`src/source/design_info_pkg.sv`:
```
package design_info_pkg;

	// **************************************************
	// Bus geometry
	// **************************************************
	localparam int BW_DATA = 32;
	localparam int BW_ADDR = 32;

	// 256-byte window, upper address bits are not decoded
	localparam int BW_OFFSET = 8;

	localparam int BITS_PER_CHAR = 8;

	// **************************************************
	// Word map, offsets in units of 32-bit words
	// **************************************************
	localparam int PLATFORM_BASE = 0;
	localparam int PLATFORM_WORDS = 4;

	localparam int USERNAME_BASE = 4;
	localparam int USERNAME_WORDS = 4;

	localparam int DATE_BASE = 8;
	localparam int DATE_WORDS = 5;

	localparam int HOME_GIT_NAME_BASE = 13;
	localparam int HOME_GIT_NAME_WORDS = 4;

	localparam int HOME_GIT_VERSION_BASE = 17;
	localparam int HOME_GIT_VERSION_WORDS = 2;

	localparam int DEVKIT_GIT_VERSION_BASE = 19;
	localparam int DEVKIT_GIT_VERSION_WORDS = 2;

	// Word offsets 21 and up answer with an error

	// **************************************************
	// Identification strings
	// **************************************************
	// Literal form, so the first character sits in the top byte
	localparam logic [PLATFORM_WORDS*BW_DATA-1:0] PLATFORM_NAME = "info_platform   ";

	localparam logic [USERNAME_WORDS*BW_DATA-1:0] USERNAME = "hw_team         ";

	localparam logic [DATE_WORDS*BW_DATA-1:0] DESIGN_DATE = "date_not_recorded   ";

	localparam logic [HOME_GIT_NAME_WORDS*BW_DATA-1:0] HOME_GIT_NAME = "home_repository ";

	localparam logic [HOME_GIT_VERSION_WORDS*BW_DATA-1:0] HOME_GIT_VERSION = "v1.4.2  ";

	localparam logic [DEVKIT_GIT_VERSION_WORDS*BW_DATA-1:0] DEVKIT_GIT_VERSION = "v2.0.7  ";

endpackage
```
`src/source/apb_if.sv`:
```
interface apb_if import design_info_pkg::*; ();

	logic psel;
	logic penable;
	logic pwrite;
	logic [BW_ADDR-1:0] paddr;
	logic [BW_DATA-1:0] pwdata;
	logic [BW_DATA-1:0] prdata;
	logic pready;
	logic pslverr;

	// Side that starts transfers
	modport requester
	(
		output psel, penable, pwrite, paddr, pwdata,
		input prdata, pready, pslverr
	);

	// Side that answers them
	modport completer
	(
		input psel, penable, pwrite, paddr, pwdata,
		output prdata, pready, pslverr
	);

endinterface

```
`src/source/design_info_top.sv`:
```
module design_info_top import design_info_pkg::*;
(
	input logic clk,
	input logic rst_n,

	input logic s0_psel,
	input logic s0_penable,
	input logic s0_pwrite,
	input logic [BW_ADDR-1:0] s0_paddr,
	input logic [BW_DATA-1:0] s0_pwdata,
	output logic [BW_DATA-1:0] s0_prdata,
	output logic s0_pready,
	output logic s0_pslverr,

	input logic s1_psel,
	input logic s1_penable,
	input logic s1_pwrite,
	input logic [BW_ADDR-1:0] s1_paddr,
	input logic [BW_DATA-1:0] s1_pwdata,
	output logic [BW_DATA-1:0] s1_prdata,
	output logic s1_pready,
	output logic s1_pslverr
);

	apb_if p0_bus ();
	apb_if p1_bus ();
	apb_if regs_bus ();

	// Port 0, typically the processor data side
	assign p0_bus.psel = s0_psel;
	assign p0_bus.penable = s0_penable;
	assign p0_bus.pwrite = s0_pwrite;
	assign p0_bus.paddr = s0_paddr;
	assign p0_bus.pwdata = s0_pwdata;
	assign s0_prdata = p0_bus.prdata;
	assign s0_pready = p0_bus.pready;
	assign s0_pslverr = p0_bus.pslverr;

	// Port 1, typically debug
	assign p1_bus.psel = s1_psel;
	assign p1_bus.penable = s1_penable;
	assign p1_bus.pwrite = s1_pwrite;
	assign p1_bus.paddr = s1_paddr;
	assign p1_bus.pwdata = s1_pwdata;
	assign s1_prdata = p1_bus.prdata;
	assign s1_pready = p1_bus.pready;
	assign s1_pslverr = p1_bus.pslverr;

	apb_port_arbiter u_arbiter
	(
		.clk(clk),
		.rst_n(rst_n),
		.port0(p0_bus.completer),
		.port1(p1_bus.completer),
		.target(regs_bus.requester)
	);

	design_info_regs u_regs
	(
		.bus(regs_bus.completer)
	);

endmodule

```
`src/source/design_info_regs.sv`:
```
module design_info_regs import design_info_pkg::*;
(
	apb_if.completer bus
);

	localparam int BW_BYTE_SEL = $clog2(BW_DATA / BITS_PER_CHAR);
	localparam int BW_WORD_OFFSET = BW_OFFSET - BW_BYTE_SEL;
	localparam int NUM_FIELDS = 6;

	// Field order is the order of the map
	localparam int FIELD_BASE [NUM_FIELDS] = '{PLATFORM_BASE, USERNAME_BASE, DATE_BASE,
		HOME_GIT_NAME_BASE, HOME_GIT_VERSION_BASE, DEVKIT_GIT_VERSION_BASE};
	localparam int FIELD_WORDS [NUM_FIELDS] = '{PLATFORM_WORDS, USERNAME_WORDS, DATE_WORDS,
		HOME_GIT_NAME_WORDS, HOME_GIT_VERSION_WORDS, DEVKIT_GIT_VERSION_WORDS};

	logic [BW_WORD_OFFSET-1:0] word_offset;
	logic [BW_BYTE_SEL-1:0] byte_sel;
	logic [BW_WORD_OFFSET-1:0] rel_offset [NUM_FIELDS];
	logic [NUM_FIELDS-1:0] field_hit;
	logic [BW_DATA-1:0] field_word [NUM_FIELDS];
	logic [BW_DATA-1:0] rd_word;
	logic mapped;
	logic access;
	logic bad_access;

	assign {word_offset, byte_sel} = bus.paddr[BW_OFFSET-1:0];

	// **************************************************
	// Per-field decode
	// **************************************************
	for (genvar f = 0; f < NUM_FIELDS; f++)
	begin : g_field
		assign rel_offset[f] = word_offset - BW_WORD_OFFSET'(FIELD_BASE[f]);
		assign field_hit[f] = (word_offset >= BW_WORD_OFFSET'(FIELD_BASE[f])) &&
			(word_offset < BW_WORD_OFFSET'(FIELD_BASE[f] + FIELD_WORDS[f]));
	end

	string_word_select #(.NUM_WORDS(PLATFORM_WORDS)) u_platform
	(
		.text(PLATFORM_NAME),
		.word_index(rel_offset[0][$clog2(PLATFORM_WORDS)-1:0]),
		.word(field_word[0])
	);

	string_word_select #(.NUM_WORDS(USERNAME_WORDS)) u_username
	(
		.text(USERNAME),
		.word_index(rel_offset[1][$clog2(USERNAME_WORDS)-1:0]),
		.word(field_word[1])
	);

	string_word_select #(.NUM_WORDS(DATE_WORDS)) u_date
	(
		.text(DESIGN_DATE),
		.word_index(rel_offset[2][$clog2(DATE_WORDS)-1:0]),
		.word(field_word[2])
	);

	string_word_select #(.NUM_WORDS(HOME_GIT_NAME_WORDS)) u_home_git_name
	(
		.text(HOME_GIT_NAME),
		.word_index(rel_offset[3][$clog2(HOME_GIT_NAME_WORDS)-1:0]),
		.word(field_word[3])
	);

	string_word_select #(.NUM_WORDS(HOME_GIT_VERSION_WORDS)) u_home_git_version
	(
		.text(HOME_GIT_VERSION),
		.word_index(rel_offset[4][$clog2(HOME_GIT_VERSION_WORDS)-1:0]),
		.word(field_word[4])
	);

	string_word_select #(.NUM_WORDS(DEVKIT_GIT_VERSION_WORDS)) u_devkit_git_version
	(
		.text(DEVKIT_GIT_VERSION),
		.word_index(rel_offset[5][$clog2(DEVKIT_GIT_VERSION_WORDS)-1:0]),
		.word(field_word[5])
	);

	// **************************************************
	// Read mux and response
	// **************************************************
	always_comb
	begin
		rd_word = '0;
		mapped = 1'b0;
		for (int f = 0; f < NUM_FIELDS; f++)
		begin
			if (field_hit[f])
			begin
				rd_word = field_word[f];
				mapped = 1'b1;
			end
		end
	end

	assign access = bus.psel & bus.penable;
	assign bad_access = (byte_sel != '0) | ~mapped;

	// No wait states; write data is dropped since every field is read-only
	assign bus.pready = access;
	assign bus.pslverr = access & bad_access;
	assign bus.prdata = (~bus.pwrite & ~bad_access) ? rd_word : '0;

endmodule

```
`src/source/string_word_select.sv`:
```
module string_word_select import design_info_pkg::*;
#(
	parameter int NUM_WORDS = 4
)
(
	input logic [NUM_WORDS*BW_DATA-1:0] text,
	input logic [$clog2(NUM_WORDS)-1:0] word_index,
	output logic [BW_DATA-1:0] word
);

	localparam int CHARS_PER_WORD = BW_DATA / BITS_PER_CHAR;
	localparam int NUM_CHARS = NUM_WORDS * CHARS_PER_WORD;

	// Character 0 is the top byte of text and lands in word bits 7:0.
	// An index past the last word reads as zero
	always_comb
	begin
		word = '0;
		for (int w = 0; w < NUM_WORDS; w++)
		begin
			if (int'(word_index) == w)
			begin
				for (int c = 0; c < CHARS_PER_WORD; c++)
				begin
					word[c*BITS_PER_CHAR +: BITS_PER_CHAR] =
						text[(NUM_CHARS - 1 - w*CHARS_PER_WORD - c)*BITS_PER_CHAR +:
							BITS_PER_CHAR];
				end
			end
		end
	end

endmodule

```
`src/source/apb_port_arbiter.sv`:
```
module apb_port_arbiter
(
	input logic clk,
	input logic rst_n,
	apb_if.completer port0,
	apb_if.completer port1,
	apb_if.requester target
);

	// **************************************************
	// Grant state
	// **************************************************
	logic busy;
	logic owner;
	logic last_served;

	logic pick;
	logic target_done;

	// On a tie the port not served last goes first
	always_comb
	begin
		if (port0.psel & port1.psel)
		begin
			pick = ~last_served;
		end
		else
		begin
			pick = port1.psel;
		end
	end

	assign target_done = target.psel & target.penable & target.pready;

	always_ff @(posedge clk)
	begin
		if (!rst_n)
		begin
			busy <= 1'b0;
			owner <= 1'b0;
			last_served <= 1'b1;
		end
		else if (busy)
		begin
			// Release on the edge that finishes the granted transfer
			if (target_done)
			begin
				busy <= 1'b0;
			end
		end
		else if (port0.psel | port1.psel)
		begin
			// A pending request in setup or stalled access is taken here
			busy <= 1'b1;
			owner <= pick;
			last_served <= pick;
		end
	end

	// **************************************************
	// Request path toward the register block
	// **************************************************
	assign target.psel = busy & (owner ? port1.psel : port0.psel);
	assign target.penable = busy & (owner ? port1.penable : port0.penable);
	assign target.pwrite = owner ? port1.pwrite : port0.pwrite;
	assign target.paddr = owner ? port1.paddr : port0.paddr;
	assign target.pwdata = owner ? port1.pwdata : port0.pwdata;

	// **************************************************
	// Responses, only the owner sees them
	// **************************************************
	assign port0.prdata = (busy & ~owner) ? target.prdata : '0;
	assign port0.pready = busy & ~owner & target.pready;
	assign port0.pslverr = busy & ~owner & target.pslverr;

	// The losing port waits with pready low
	assign port1.prdata = (busy & owner) ? target.prdata : '0;
	assign port1.pready = busy & owner & target.pready;
	assign port1.pslverr = busy & owner & target.pslverr;

endmodule

```
`config.mk`:
```
export PLATFORM = sky130hd
export DESIGN_NAME = design_info_top
export DESIGN_NICKNAME = d
export VERILOG_FILES = /design/src/source/design_info_pkg.sv /design/src/source/apb_if.sv /design/src/source/design_info_top.sv /design/src/source/design_info_regs.sv /design/src/source/string_word_select.sv /design/src/source/apb_port_arbiter.sv
export SDC_FILE = /design/constraint.sdc
export NUM_CORES = 1
export LEC_CHECK = 0
export BUFFER_PORTS_ARGS = -buffer_cell sky130_fd_sc_hd__buf_4
export CORE_AREA = 2 2 79 81
export DETAILED_ROUTE_END_ITERATION = 8
export DIE_AREA = 0 0 81 83
export GPL_TIMING_DRIVEN = 0
export PLACE_DENSITY_LB_ADDON = 0.3
export SLEW_MARGIN = 20
export SYNTH_ARGS = -nofsm -noshare
export SYNTH_HDL_FRONTEND = slang
export SYNTH_SLANG_ARGS = --single-unit
```
`constraint.sdc`:
```
create_clock -name clk -period 4.29 [get_ports clk]
set_clock_uncertainty 0.1 [all_clocks]
set_input_delay 0 -clock clk [delete_from_list [all_inputs] [get_ports clk]]
set_output_delay 0 -clock clk [all_outputs]
set_load 0.01 [all_outputs]
```
==> flow_metrics.py <==
metrics = {
    "route": {
        "postRouteAntennaNets": 0,
        "drc": 0,
        "drt_iter0_drc": 205,
        "vias": 2475,
        "drtPass1Iterations": 4,
        "drt-wirelength-per-cell_um": 16.9,
        "viasPerCell": 5.61,
        "drt-total-wl_um": 7440,
    },
    "die": {
        "io_pins": 204,
        "core-area_mm2": 0.00582,
        "die_area_mm2": 0.00672,
        "die_w_um": 81,
        "die_h_um": 83,
        "start_util_pct": 33.2,
        "fp-row-count": 28,
    },
    "global_routing": {
        "grt_overflow": 0,
        "antenna_found_initial": 0,
        "grt_max_degree": 11,
        "grt_pass1_wl_um": 11900,
        "grtUsageTotal_pct": 21.8,
        "grt_pass1_vias": 2398,
    },
    "yosys": {
        "async_reset_ff_share_pct": 0,
        "yosysMostFrequentCell": "nor2_1",
        "synthTopCellsByArea": "nor2_1 (9.5%), buf_4 (5.8%), a21oi_1 (4.7%)",
        "synth_cell_types": 71,
        "avgSynthCellArea_um2": 7.01,
        "synth_top_area_cell": "nor2_1",
        "synth.top_cells.by_count": "nor2_1 (49), a21oi_1 (18), nand2_1 (17)",
        "syn-cell-area_mm2": 0.00193,
        "seq_area_frac_synth_pct": 3.11,
        "synth_edf_count": 0,
        "synth_flop_cell": "dfxtp_1",
        "ys_seq_elements": 3,
        "yosysWarningCount": 0,
        "netlist.area_leader.share_pct": 9.54,
        "syn_inst": 275,
    },
    "run_status": {
        "outcome": "finished clean",
    },
    "clock_network": {
        "htree_num_levels": 1,
        "cts-root-buf": "clkbuf_8",
        "worst_skew_pair.late_latency_ps": 220,
        "clock_path_buffers": 2,
        "clk_pin_slew_ps": 30,
        "cts_tree": "yes",
        "clock_sinks": 3,
        "cts_made_buffers": 3,
    },
    "power_and_ir_drop": {
        "p_int_mw": 0.193,
        "peakVddDrop_uv": 180,
        "p_sw_mw": 0.175,
        "p_clk_share_pct": 22.5,
        "power.density_mw_per_mm2": 136,
        "combPwrFrac_pct": 68.6,
        "seq_power_share_pct": 9.0,
        "switching_share_pct": 47.6,
        "power.leakage_nw": 1.15,
    },
    "sta": {
        "final_max_slew_viol_count": 0,
        "fin_crit_ps": 4040,
        "fmax_ghz": 0.247,
        "setup_viol": 0,
        "period_share_pct": 94.3,
        "worst_slew_pin_slew_ps": 843,
        "slew-limit-headroom_pct": 42.2,
        "finalHoldViolCount": 0,
        "fin_tns_setup_ps": 0,
        "rsz0062_at_grt": "false",
    },
    "layout": {
        "nNetsFinal": 510,
        "drive_gt1_share_pct": 39.1,
        "fillers": 644,
        "utilization_pct": 46.5,
        "n_antenna_cell": 0,
        "area_growth_pct": 40.2,
    },
    "worst_hold_path": {
        "whs_path_depth": 3,
        "whs_endpoint": "u_arbiter.busy",
        "holdCritPathClass": "in -> reg",
        "worstHoldStart": "s1_psel",
    },
    "setup_path": {
        "r2r-end": "u_arbiter.busy",
        "crit_type": "reg -> out",
        "critPathSlowestCell": "mux2i_2",
        "ff2ff_setup_slack_ps": 2780,
        "cp_data_required_time_ps": 4190,
        "worst_ep_arrival_time_ps": 3940,
        "startpoint_type": "register",
        "slowest_delay_ps": 560,
        "regToRegStartpoint": "u_arbiter.owner",
        "r2r_cells": 6,
        "cp-end-kind": "output pin",
        "worst-path-max-fanout": 10,
        "crit_chain": "buf_6 > buf_6 > mux2i_2 > inv_1 > ha_1 > nand2b_1 > o211ai_1 > nand2_1 > buf_2 > o31ai_1 > nor2_1 > buf_4 > buf_4",
    },
    "placement": {
        "numPortBuffers": 79,
        "post-dp-hpwl_um": 5870,
        "place_congestion": 0.937,
    },
    "run": {
        "cap_violations": 0,
    },
}
## power by group through the flow
stage               combinational [mW]  clock, mW  sequential [mW]
floorplan                        0.178          0           0.0328
global placement                 0.243          0           0.0334
detailed placement               0.244          0           0.0335
CTS                              0.247     0.0852           0.0331
global route                     0.274     0.0880           0.0337
finish                           0.252     0.0827           0.0331
## flip-flops by register name, indices dropped and copies added (netlist names)
| signal | flops |
|---|---|
| u_arbiter.busy | 1 |
| u_arbiter.last_served | 1 |
| u_arbiter.owner | 1 |
## stage by stage
step | power (mW) | cells | setup WS (ps) | hold slack, ps | instance area [um^2]
after CTS | 0.365 | 441 | 8.72 | 3.20 | 2700
after global placement | 0.277 | 436 | 270 | 124 | 2640
after floorplan | 0.211 | 282 | 1160 | -11.1 | 1950
after global routing | 0.396 | 441 | 19.2 | 10.3 | 2700
after detailed placement | 0.278 | 436 | 264 | 125 | 2640
final | 0.368 | 441 | 245 | 3.01 | 2700
## routing by layer
layer | vias up | track usage [%] | wire (um) | part of all wire, %
met5 | - | 0 | 0 | 0
met4 | 0 | 6.63 | 154 | 2.1
met3 | 14 | 1.74 | 607 | 8.2
met2 | 123 | 37.2 | 3500 | 47
met1 | 1146 | 28.7 | 3180 | 43
li1 | 1192 | - | - | -
## area by class of cell
class	instances	area (um^2)	share of cell area (%)
timing repair buffer	80	603	22.3
buffer	30	199	7.36
sequential	3	60.1	2.22
tap	75	93.8	3.47
multi-input combinational	242	1680	62.0
clock buffer	4	45.0	1.67
inverter	7	26.3	0.972
## worst max-delay path: cells and delay by family (launching register included)
kind | cells | cell delay [ps]
buffers and inverters | 6 | 1200
AOI/OAI and AO/OA | 2 | 710
muxes | 1 | 560
and+or+nand+nor | 3 | 500
DFF | 1 | 400
adders and majority gates | 1 | 360
## how the worst max path moves through the flow
stage / from / end / cells past startpoint
after floorplan: u_arbiter.owner / s1_prdata[29] / 12
after global placement: u_arbiter.owner / s1_prdata[22] / 13
after detailed placement: u_arbiter.owner / s1_prdata[22] / 13
after CTS: u_arbiter.owner / s1_prdata[22] / 13
after global routing: u_arbiter.owner / s1_prdata[22] / 13
final: u_arbiter.owner / s1_prdata[22] / 13
## cells by family (layout without fill, tap and decap cells)
kind of cell    Yosys count  in the layout  share of synthesized area (%)
simple gates            124            124                           36.1
mux                      14             14                           7.92
flops                     3              3                           3.11
other cells               1              8                          0.194
fa+ha+maj                 7              7                           4.54
compound gates           89             89                           36.5
buf+inv                  37            121                           11.7
## placed cells by master, fill, tap and decap left out, drive strengths merged, types with 3 or more instances in the layout
master,synthesis,routed
a211oi,6,6
a21boi,3,3
a21oi,18,18
a221oi,4,4
a22oi,3,3
a311oi,3,3
a31oi,3,3
a32oi,3,3
buf,23,102
clkbuf,7,11
conb,1,8
dfxtp,3,3
ha,7,7
inv,7,7
mux2,4,4
mux2i,10,10
nand2,17,17
nand2b,6,6
nand3,6,6
nor2,50,50
nor2b,4,4
nor3,15,15
nor3b,5,5
nor4,6,6
nor4b,3,3
o21ai,17,17
o22a,5,5
o31ai,6,6
or2,4,4
## timing repair
item	in CTS	in global routing
gates resized for setup	0	2
endpoints found under the hold margin	3	0
hold buffers	1	0
setup buffers	0	0
setup endpoints to repair	0	41
Power figures use the tool's default switching activity.
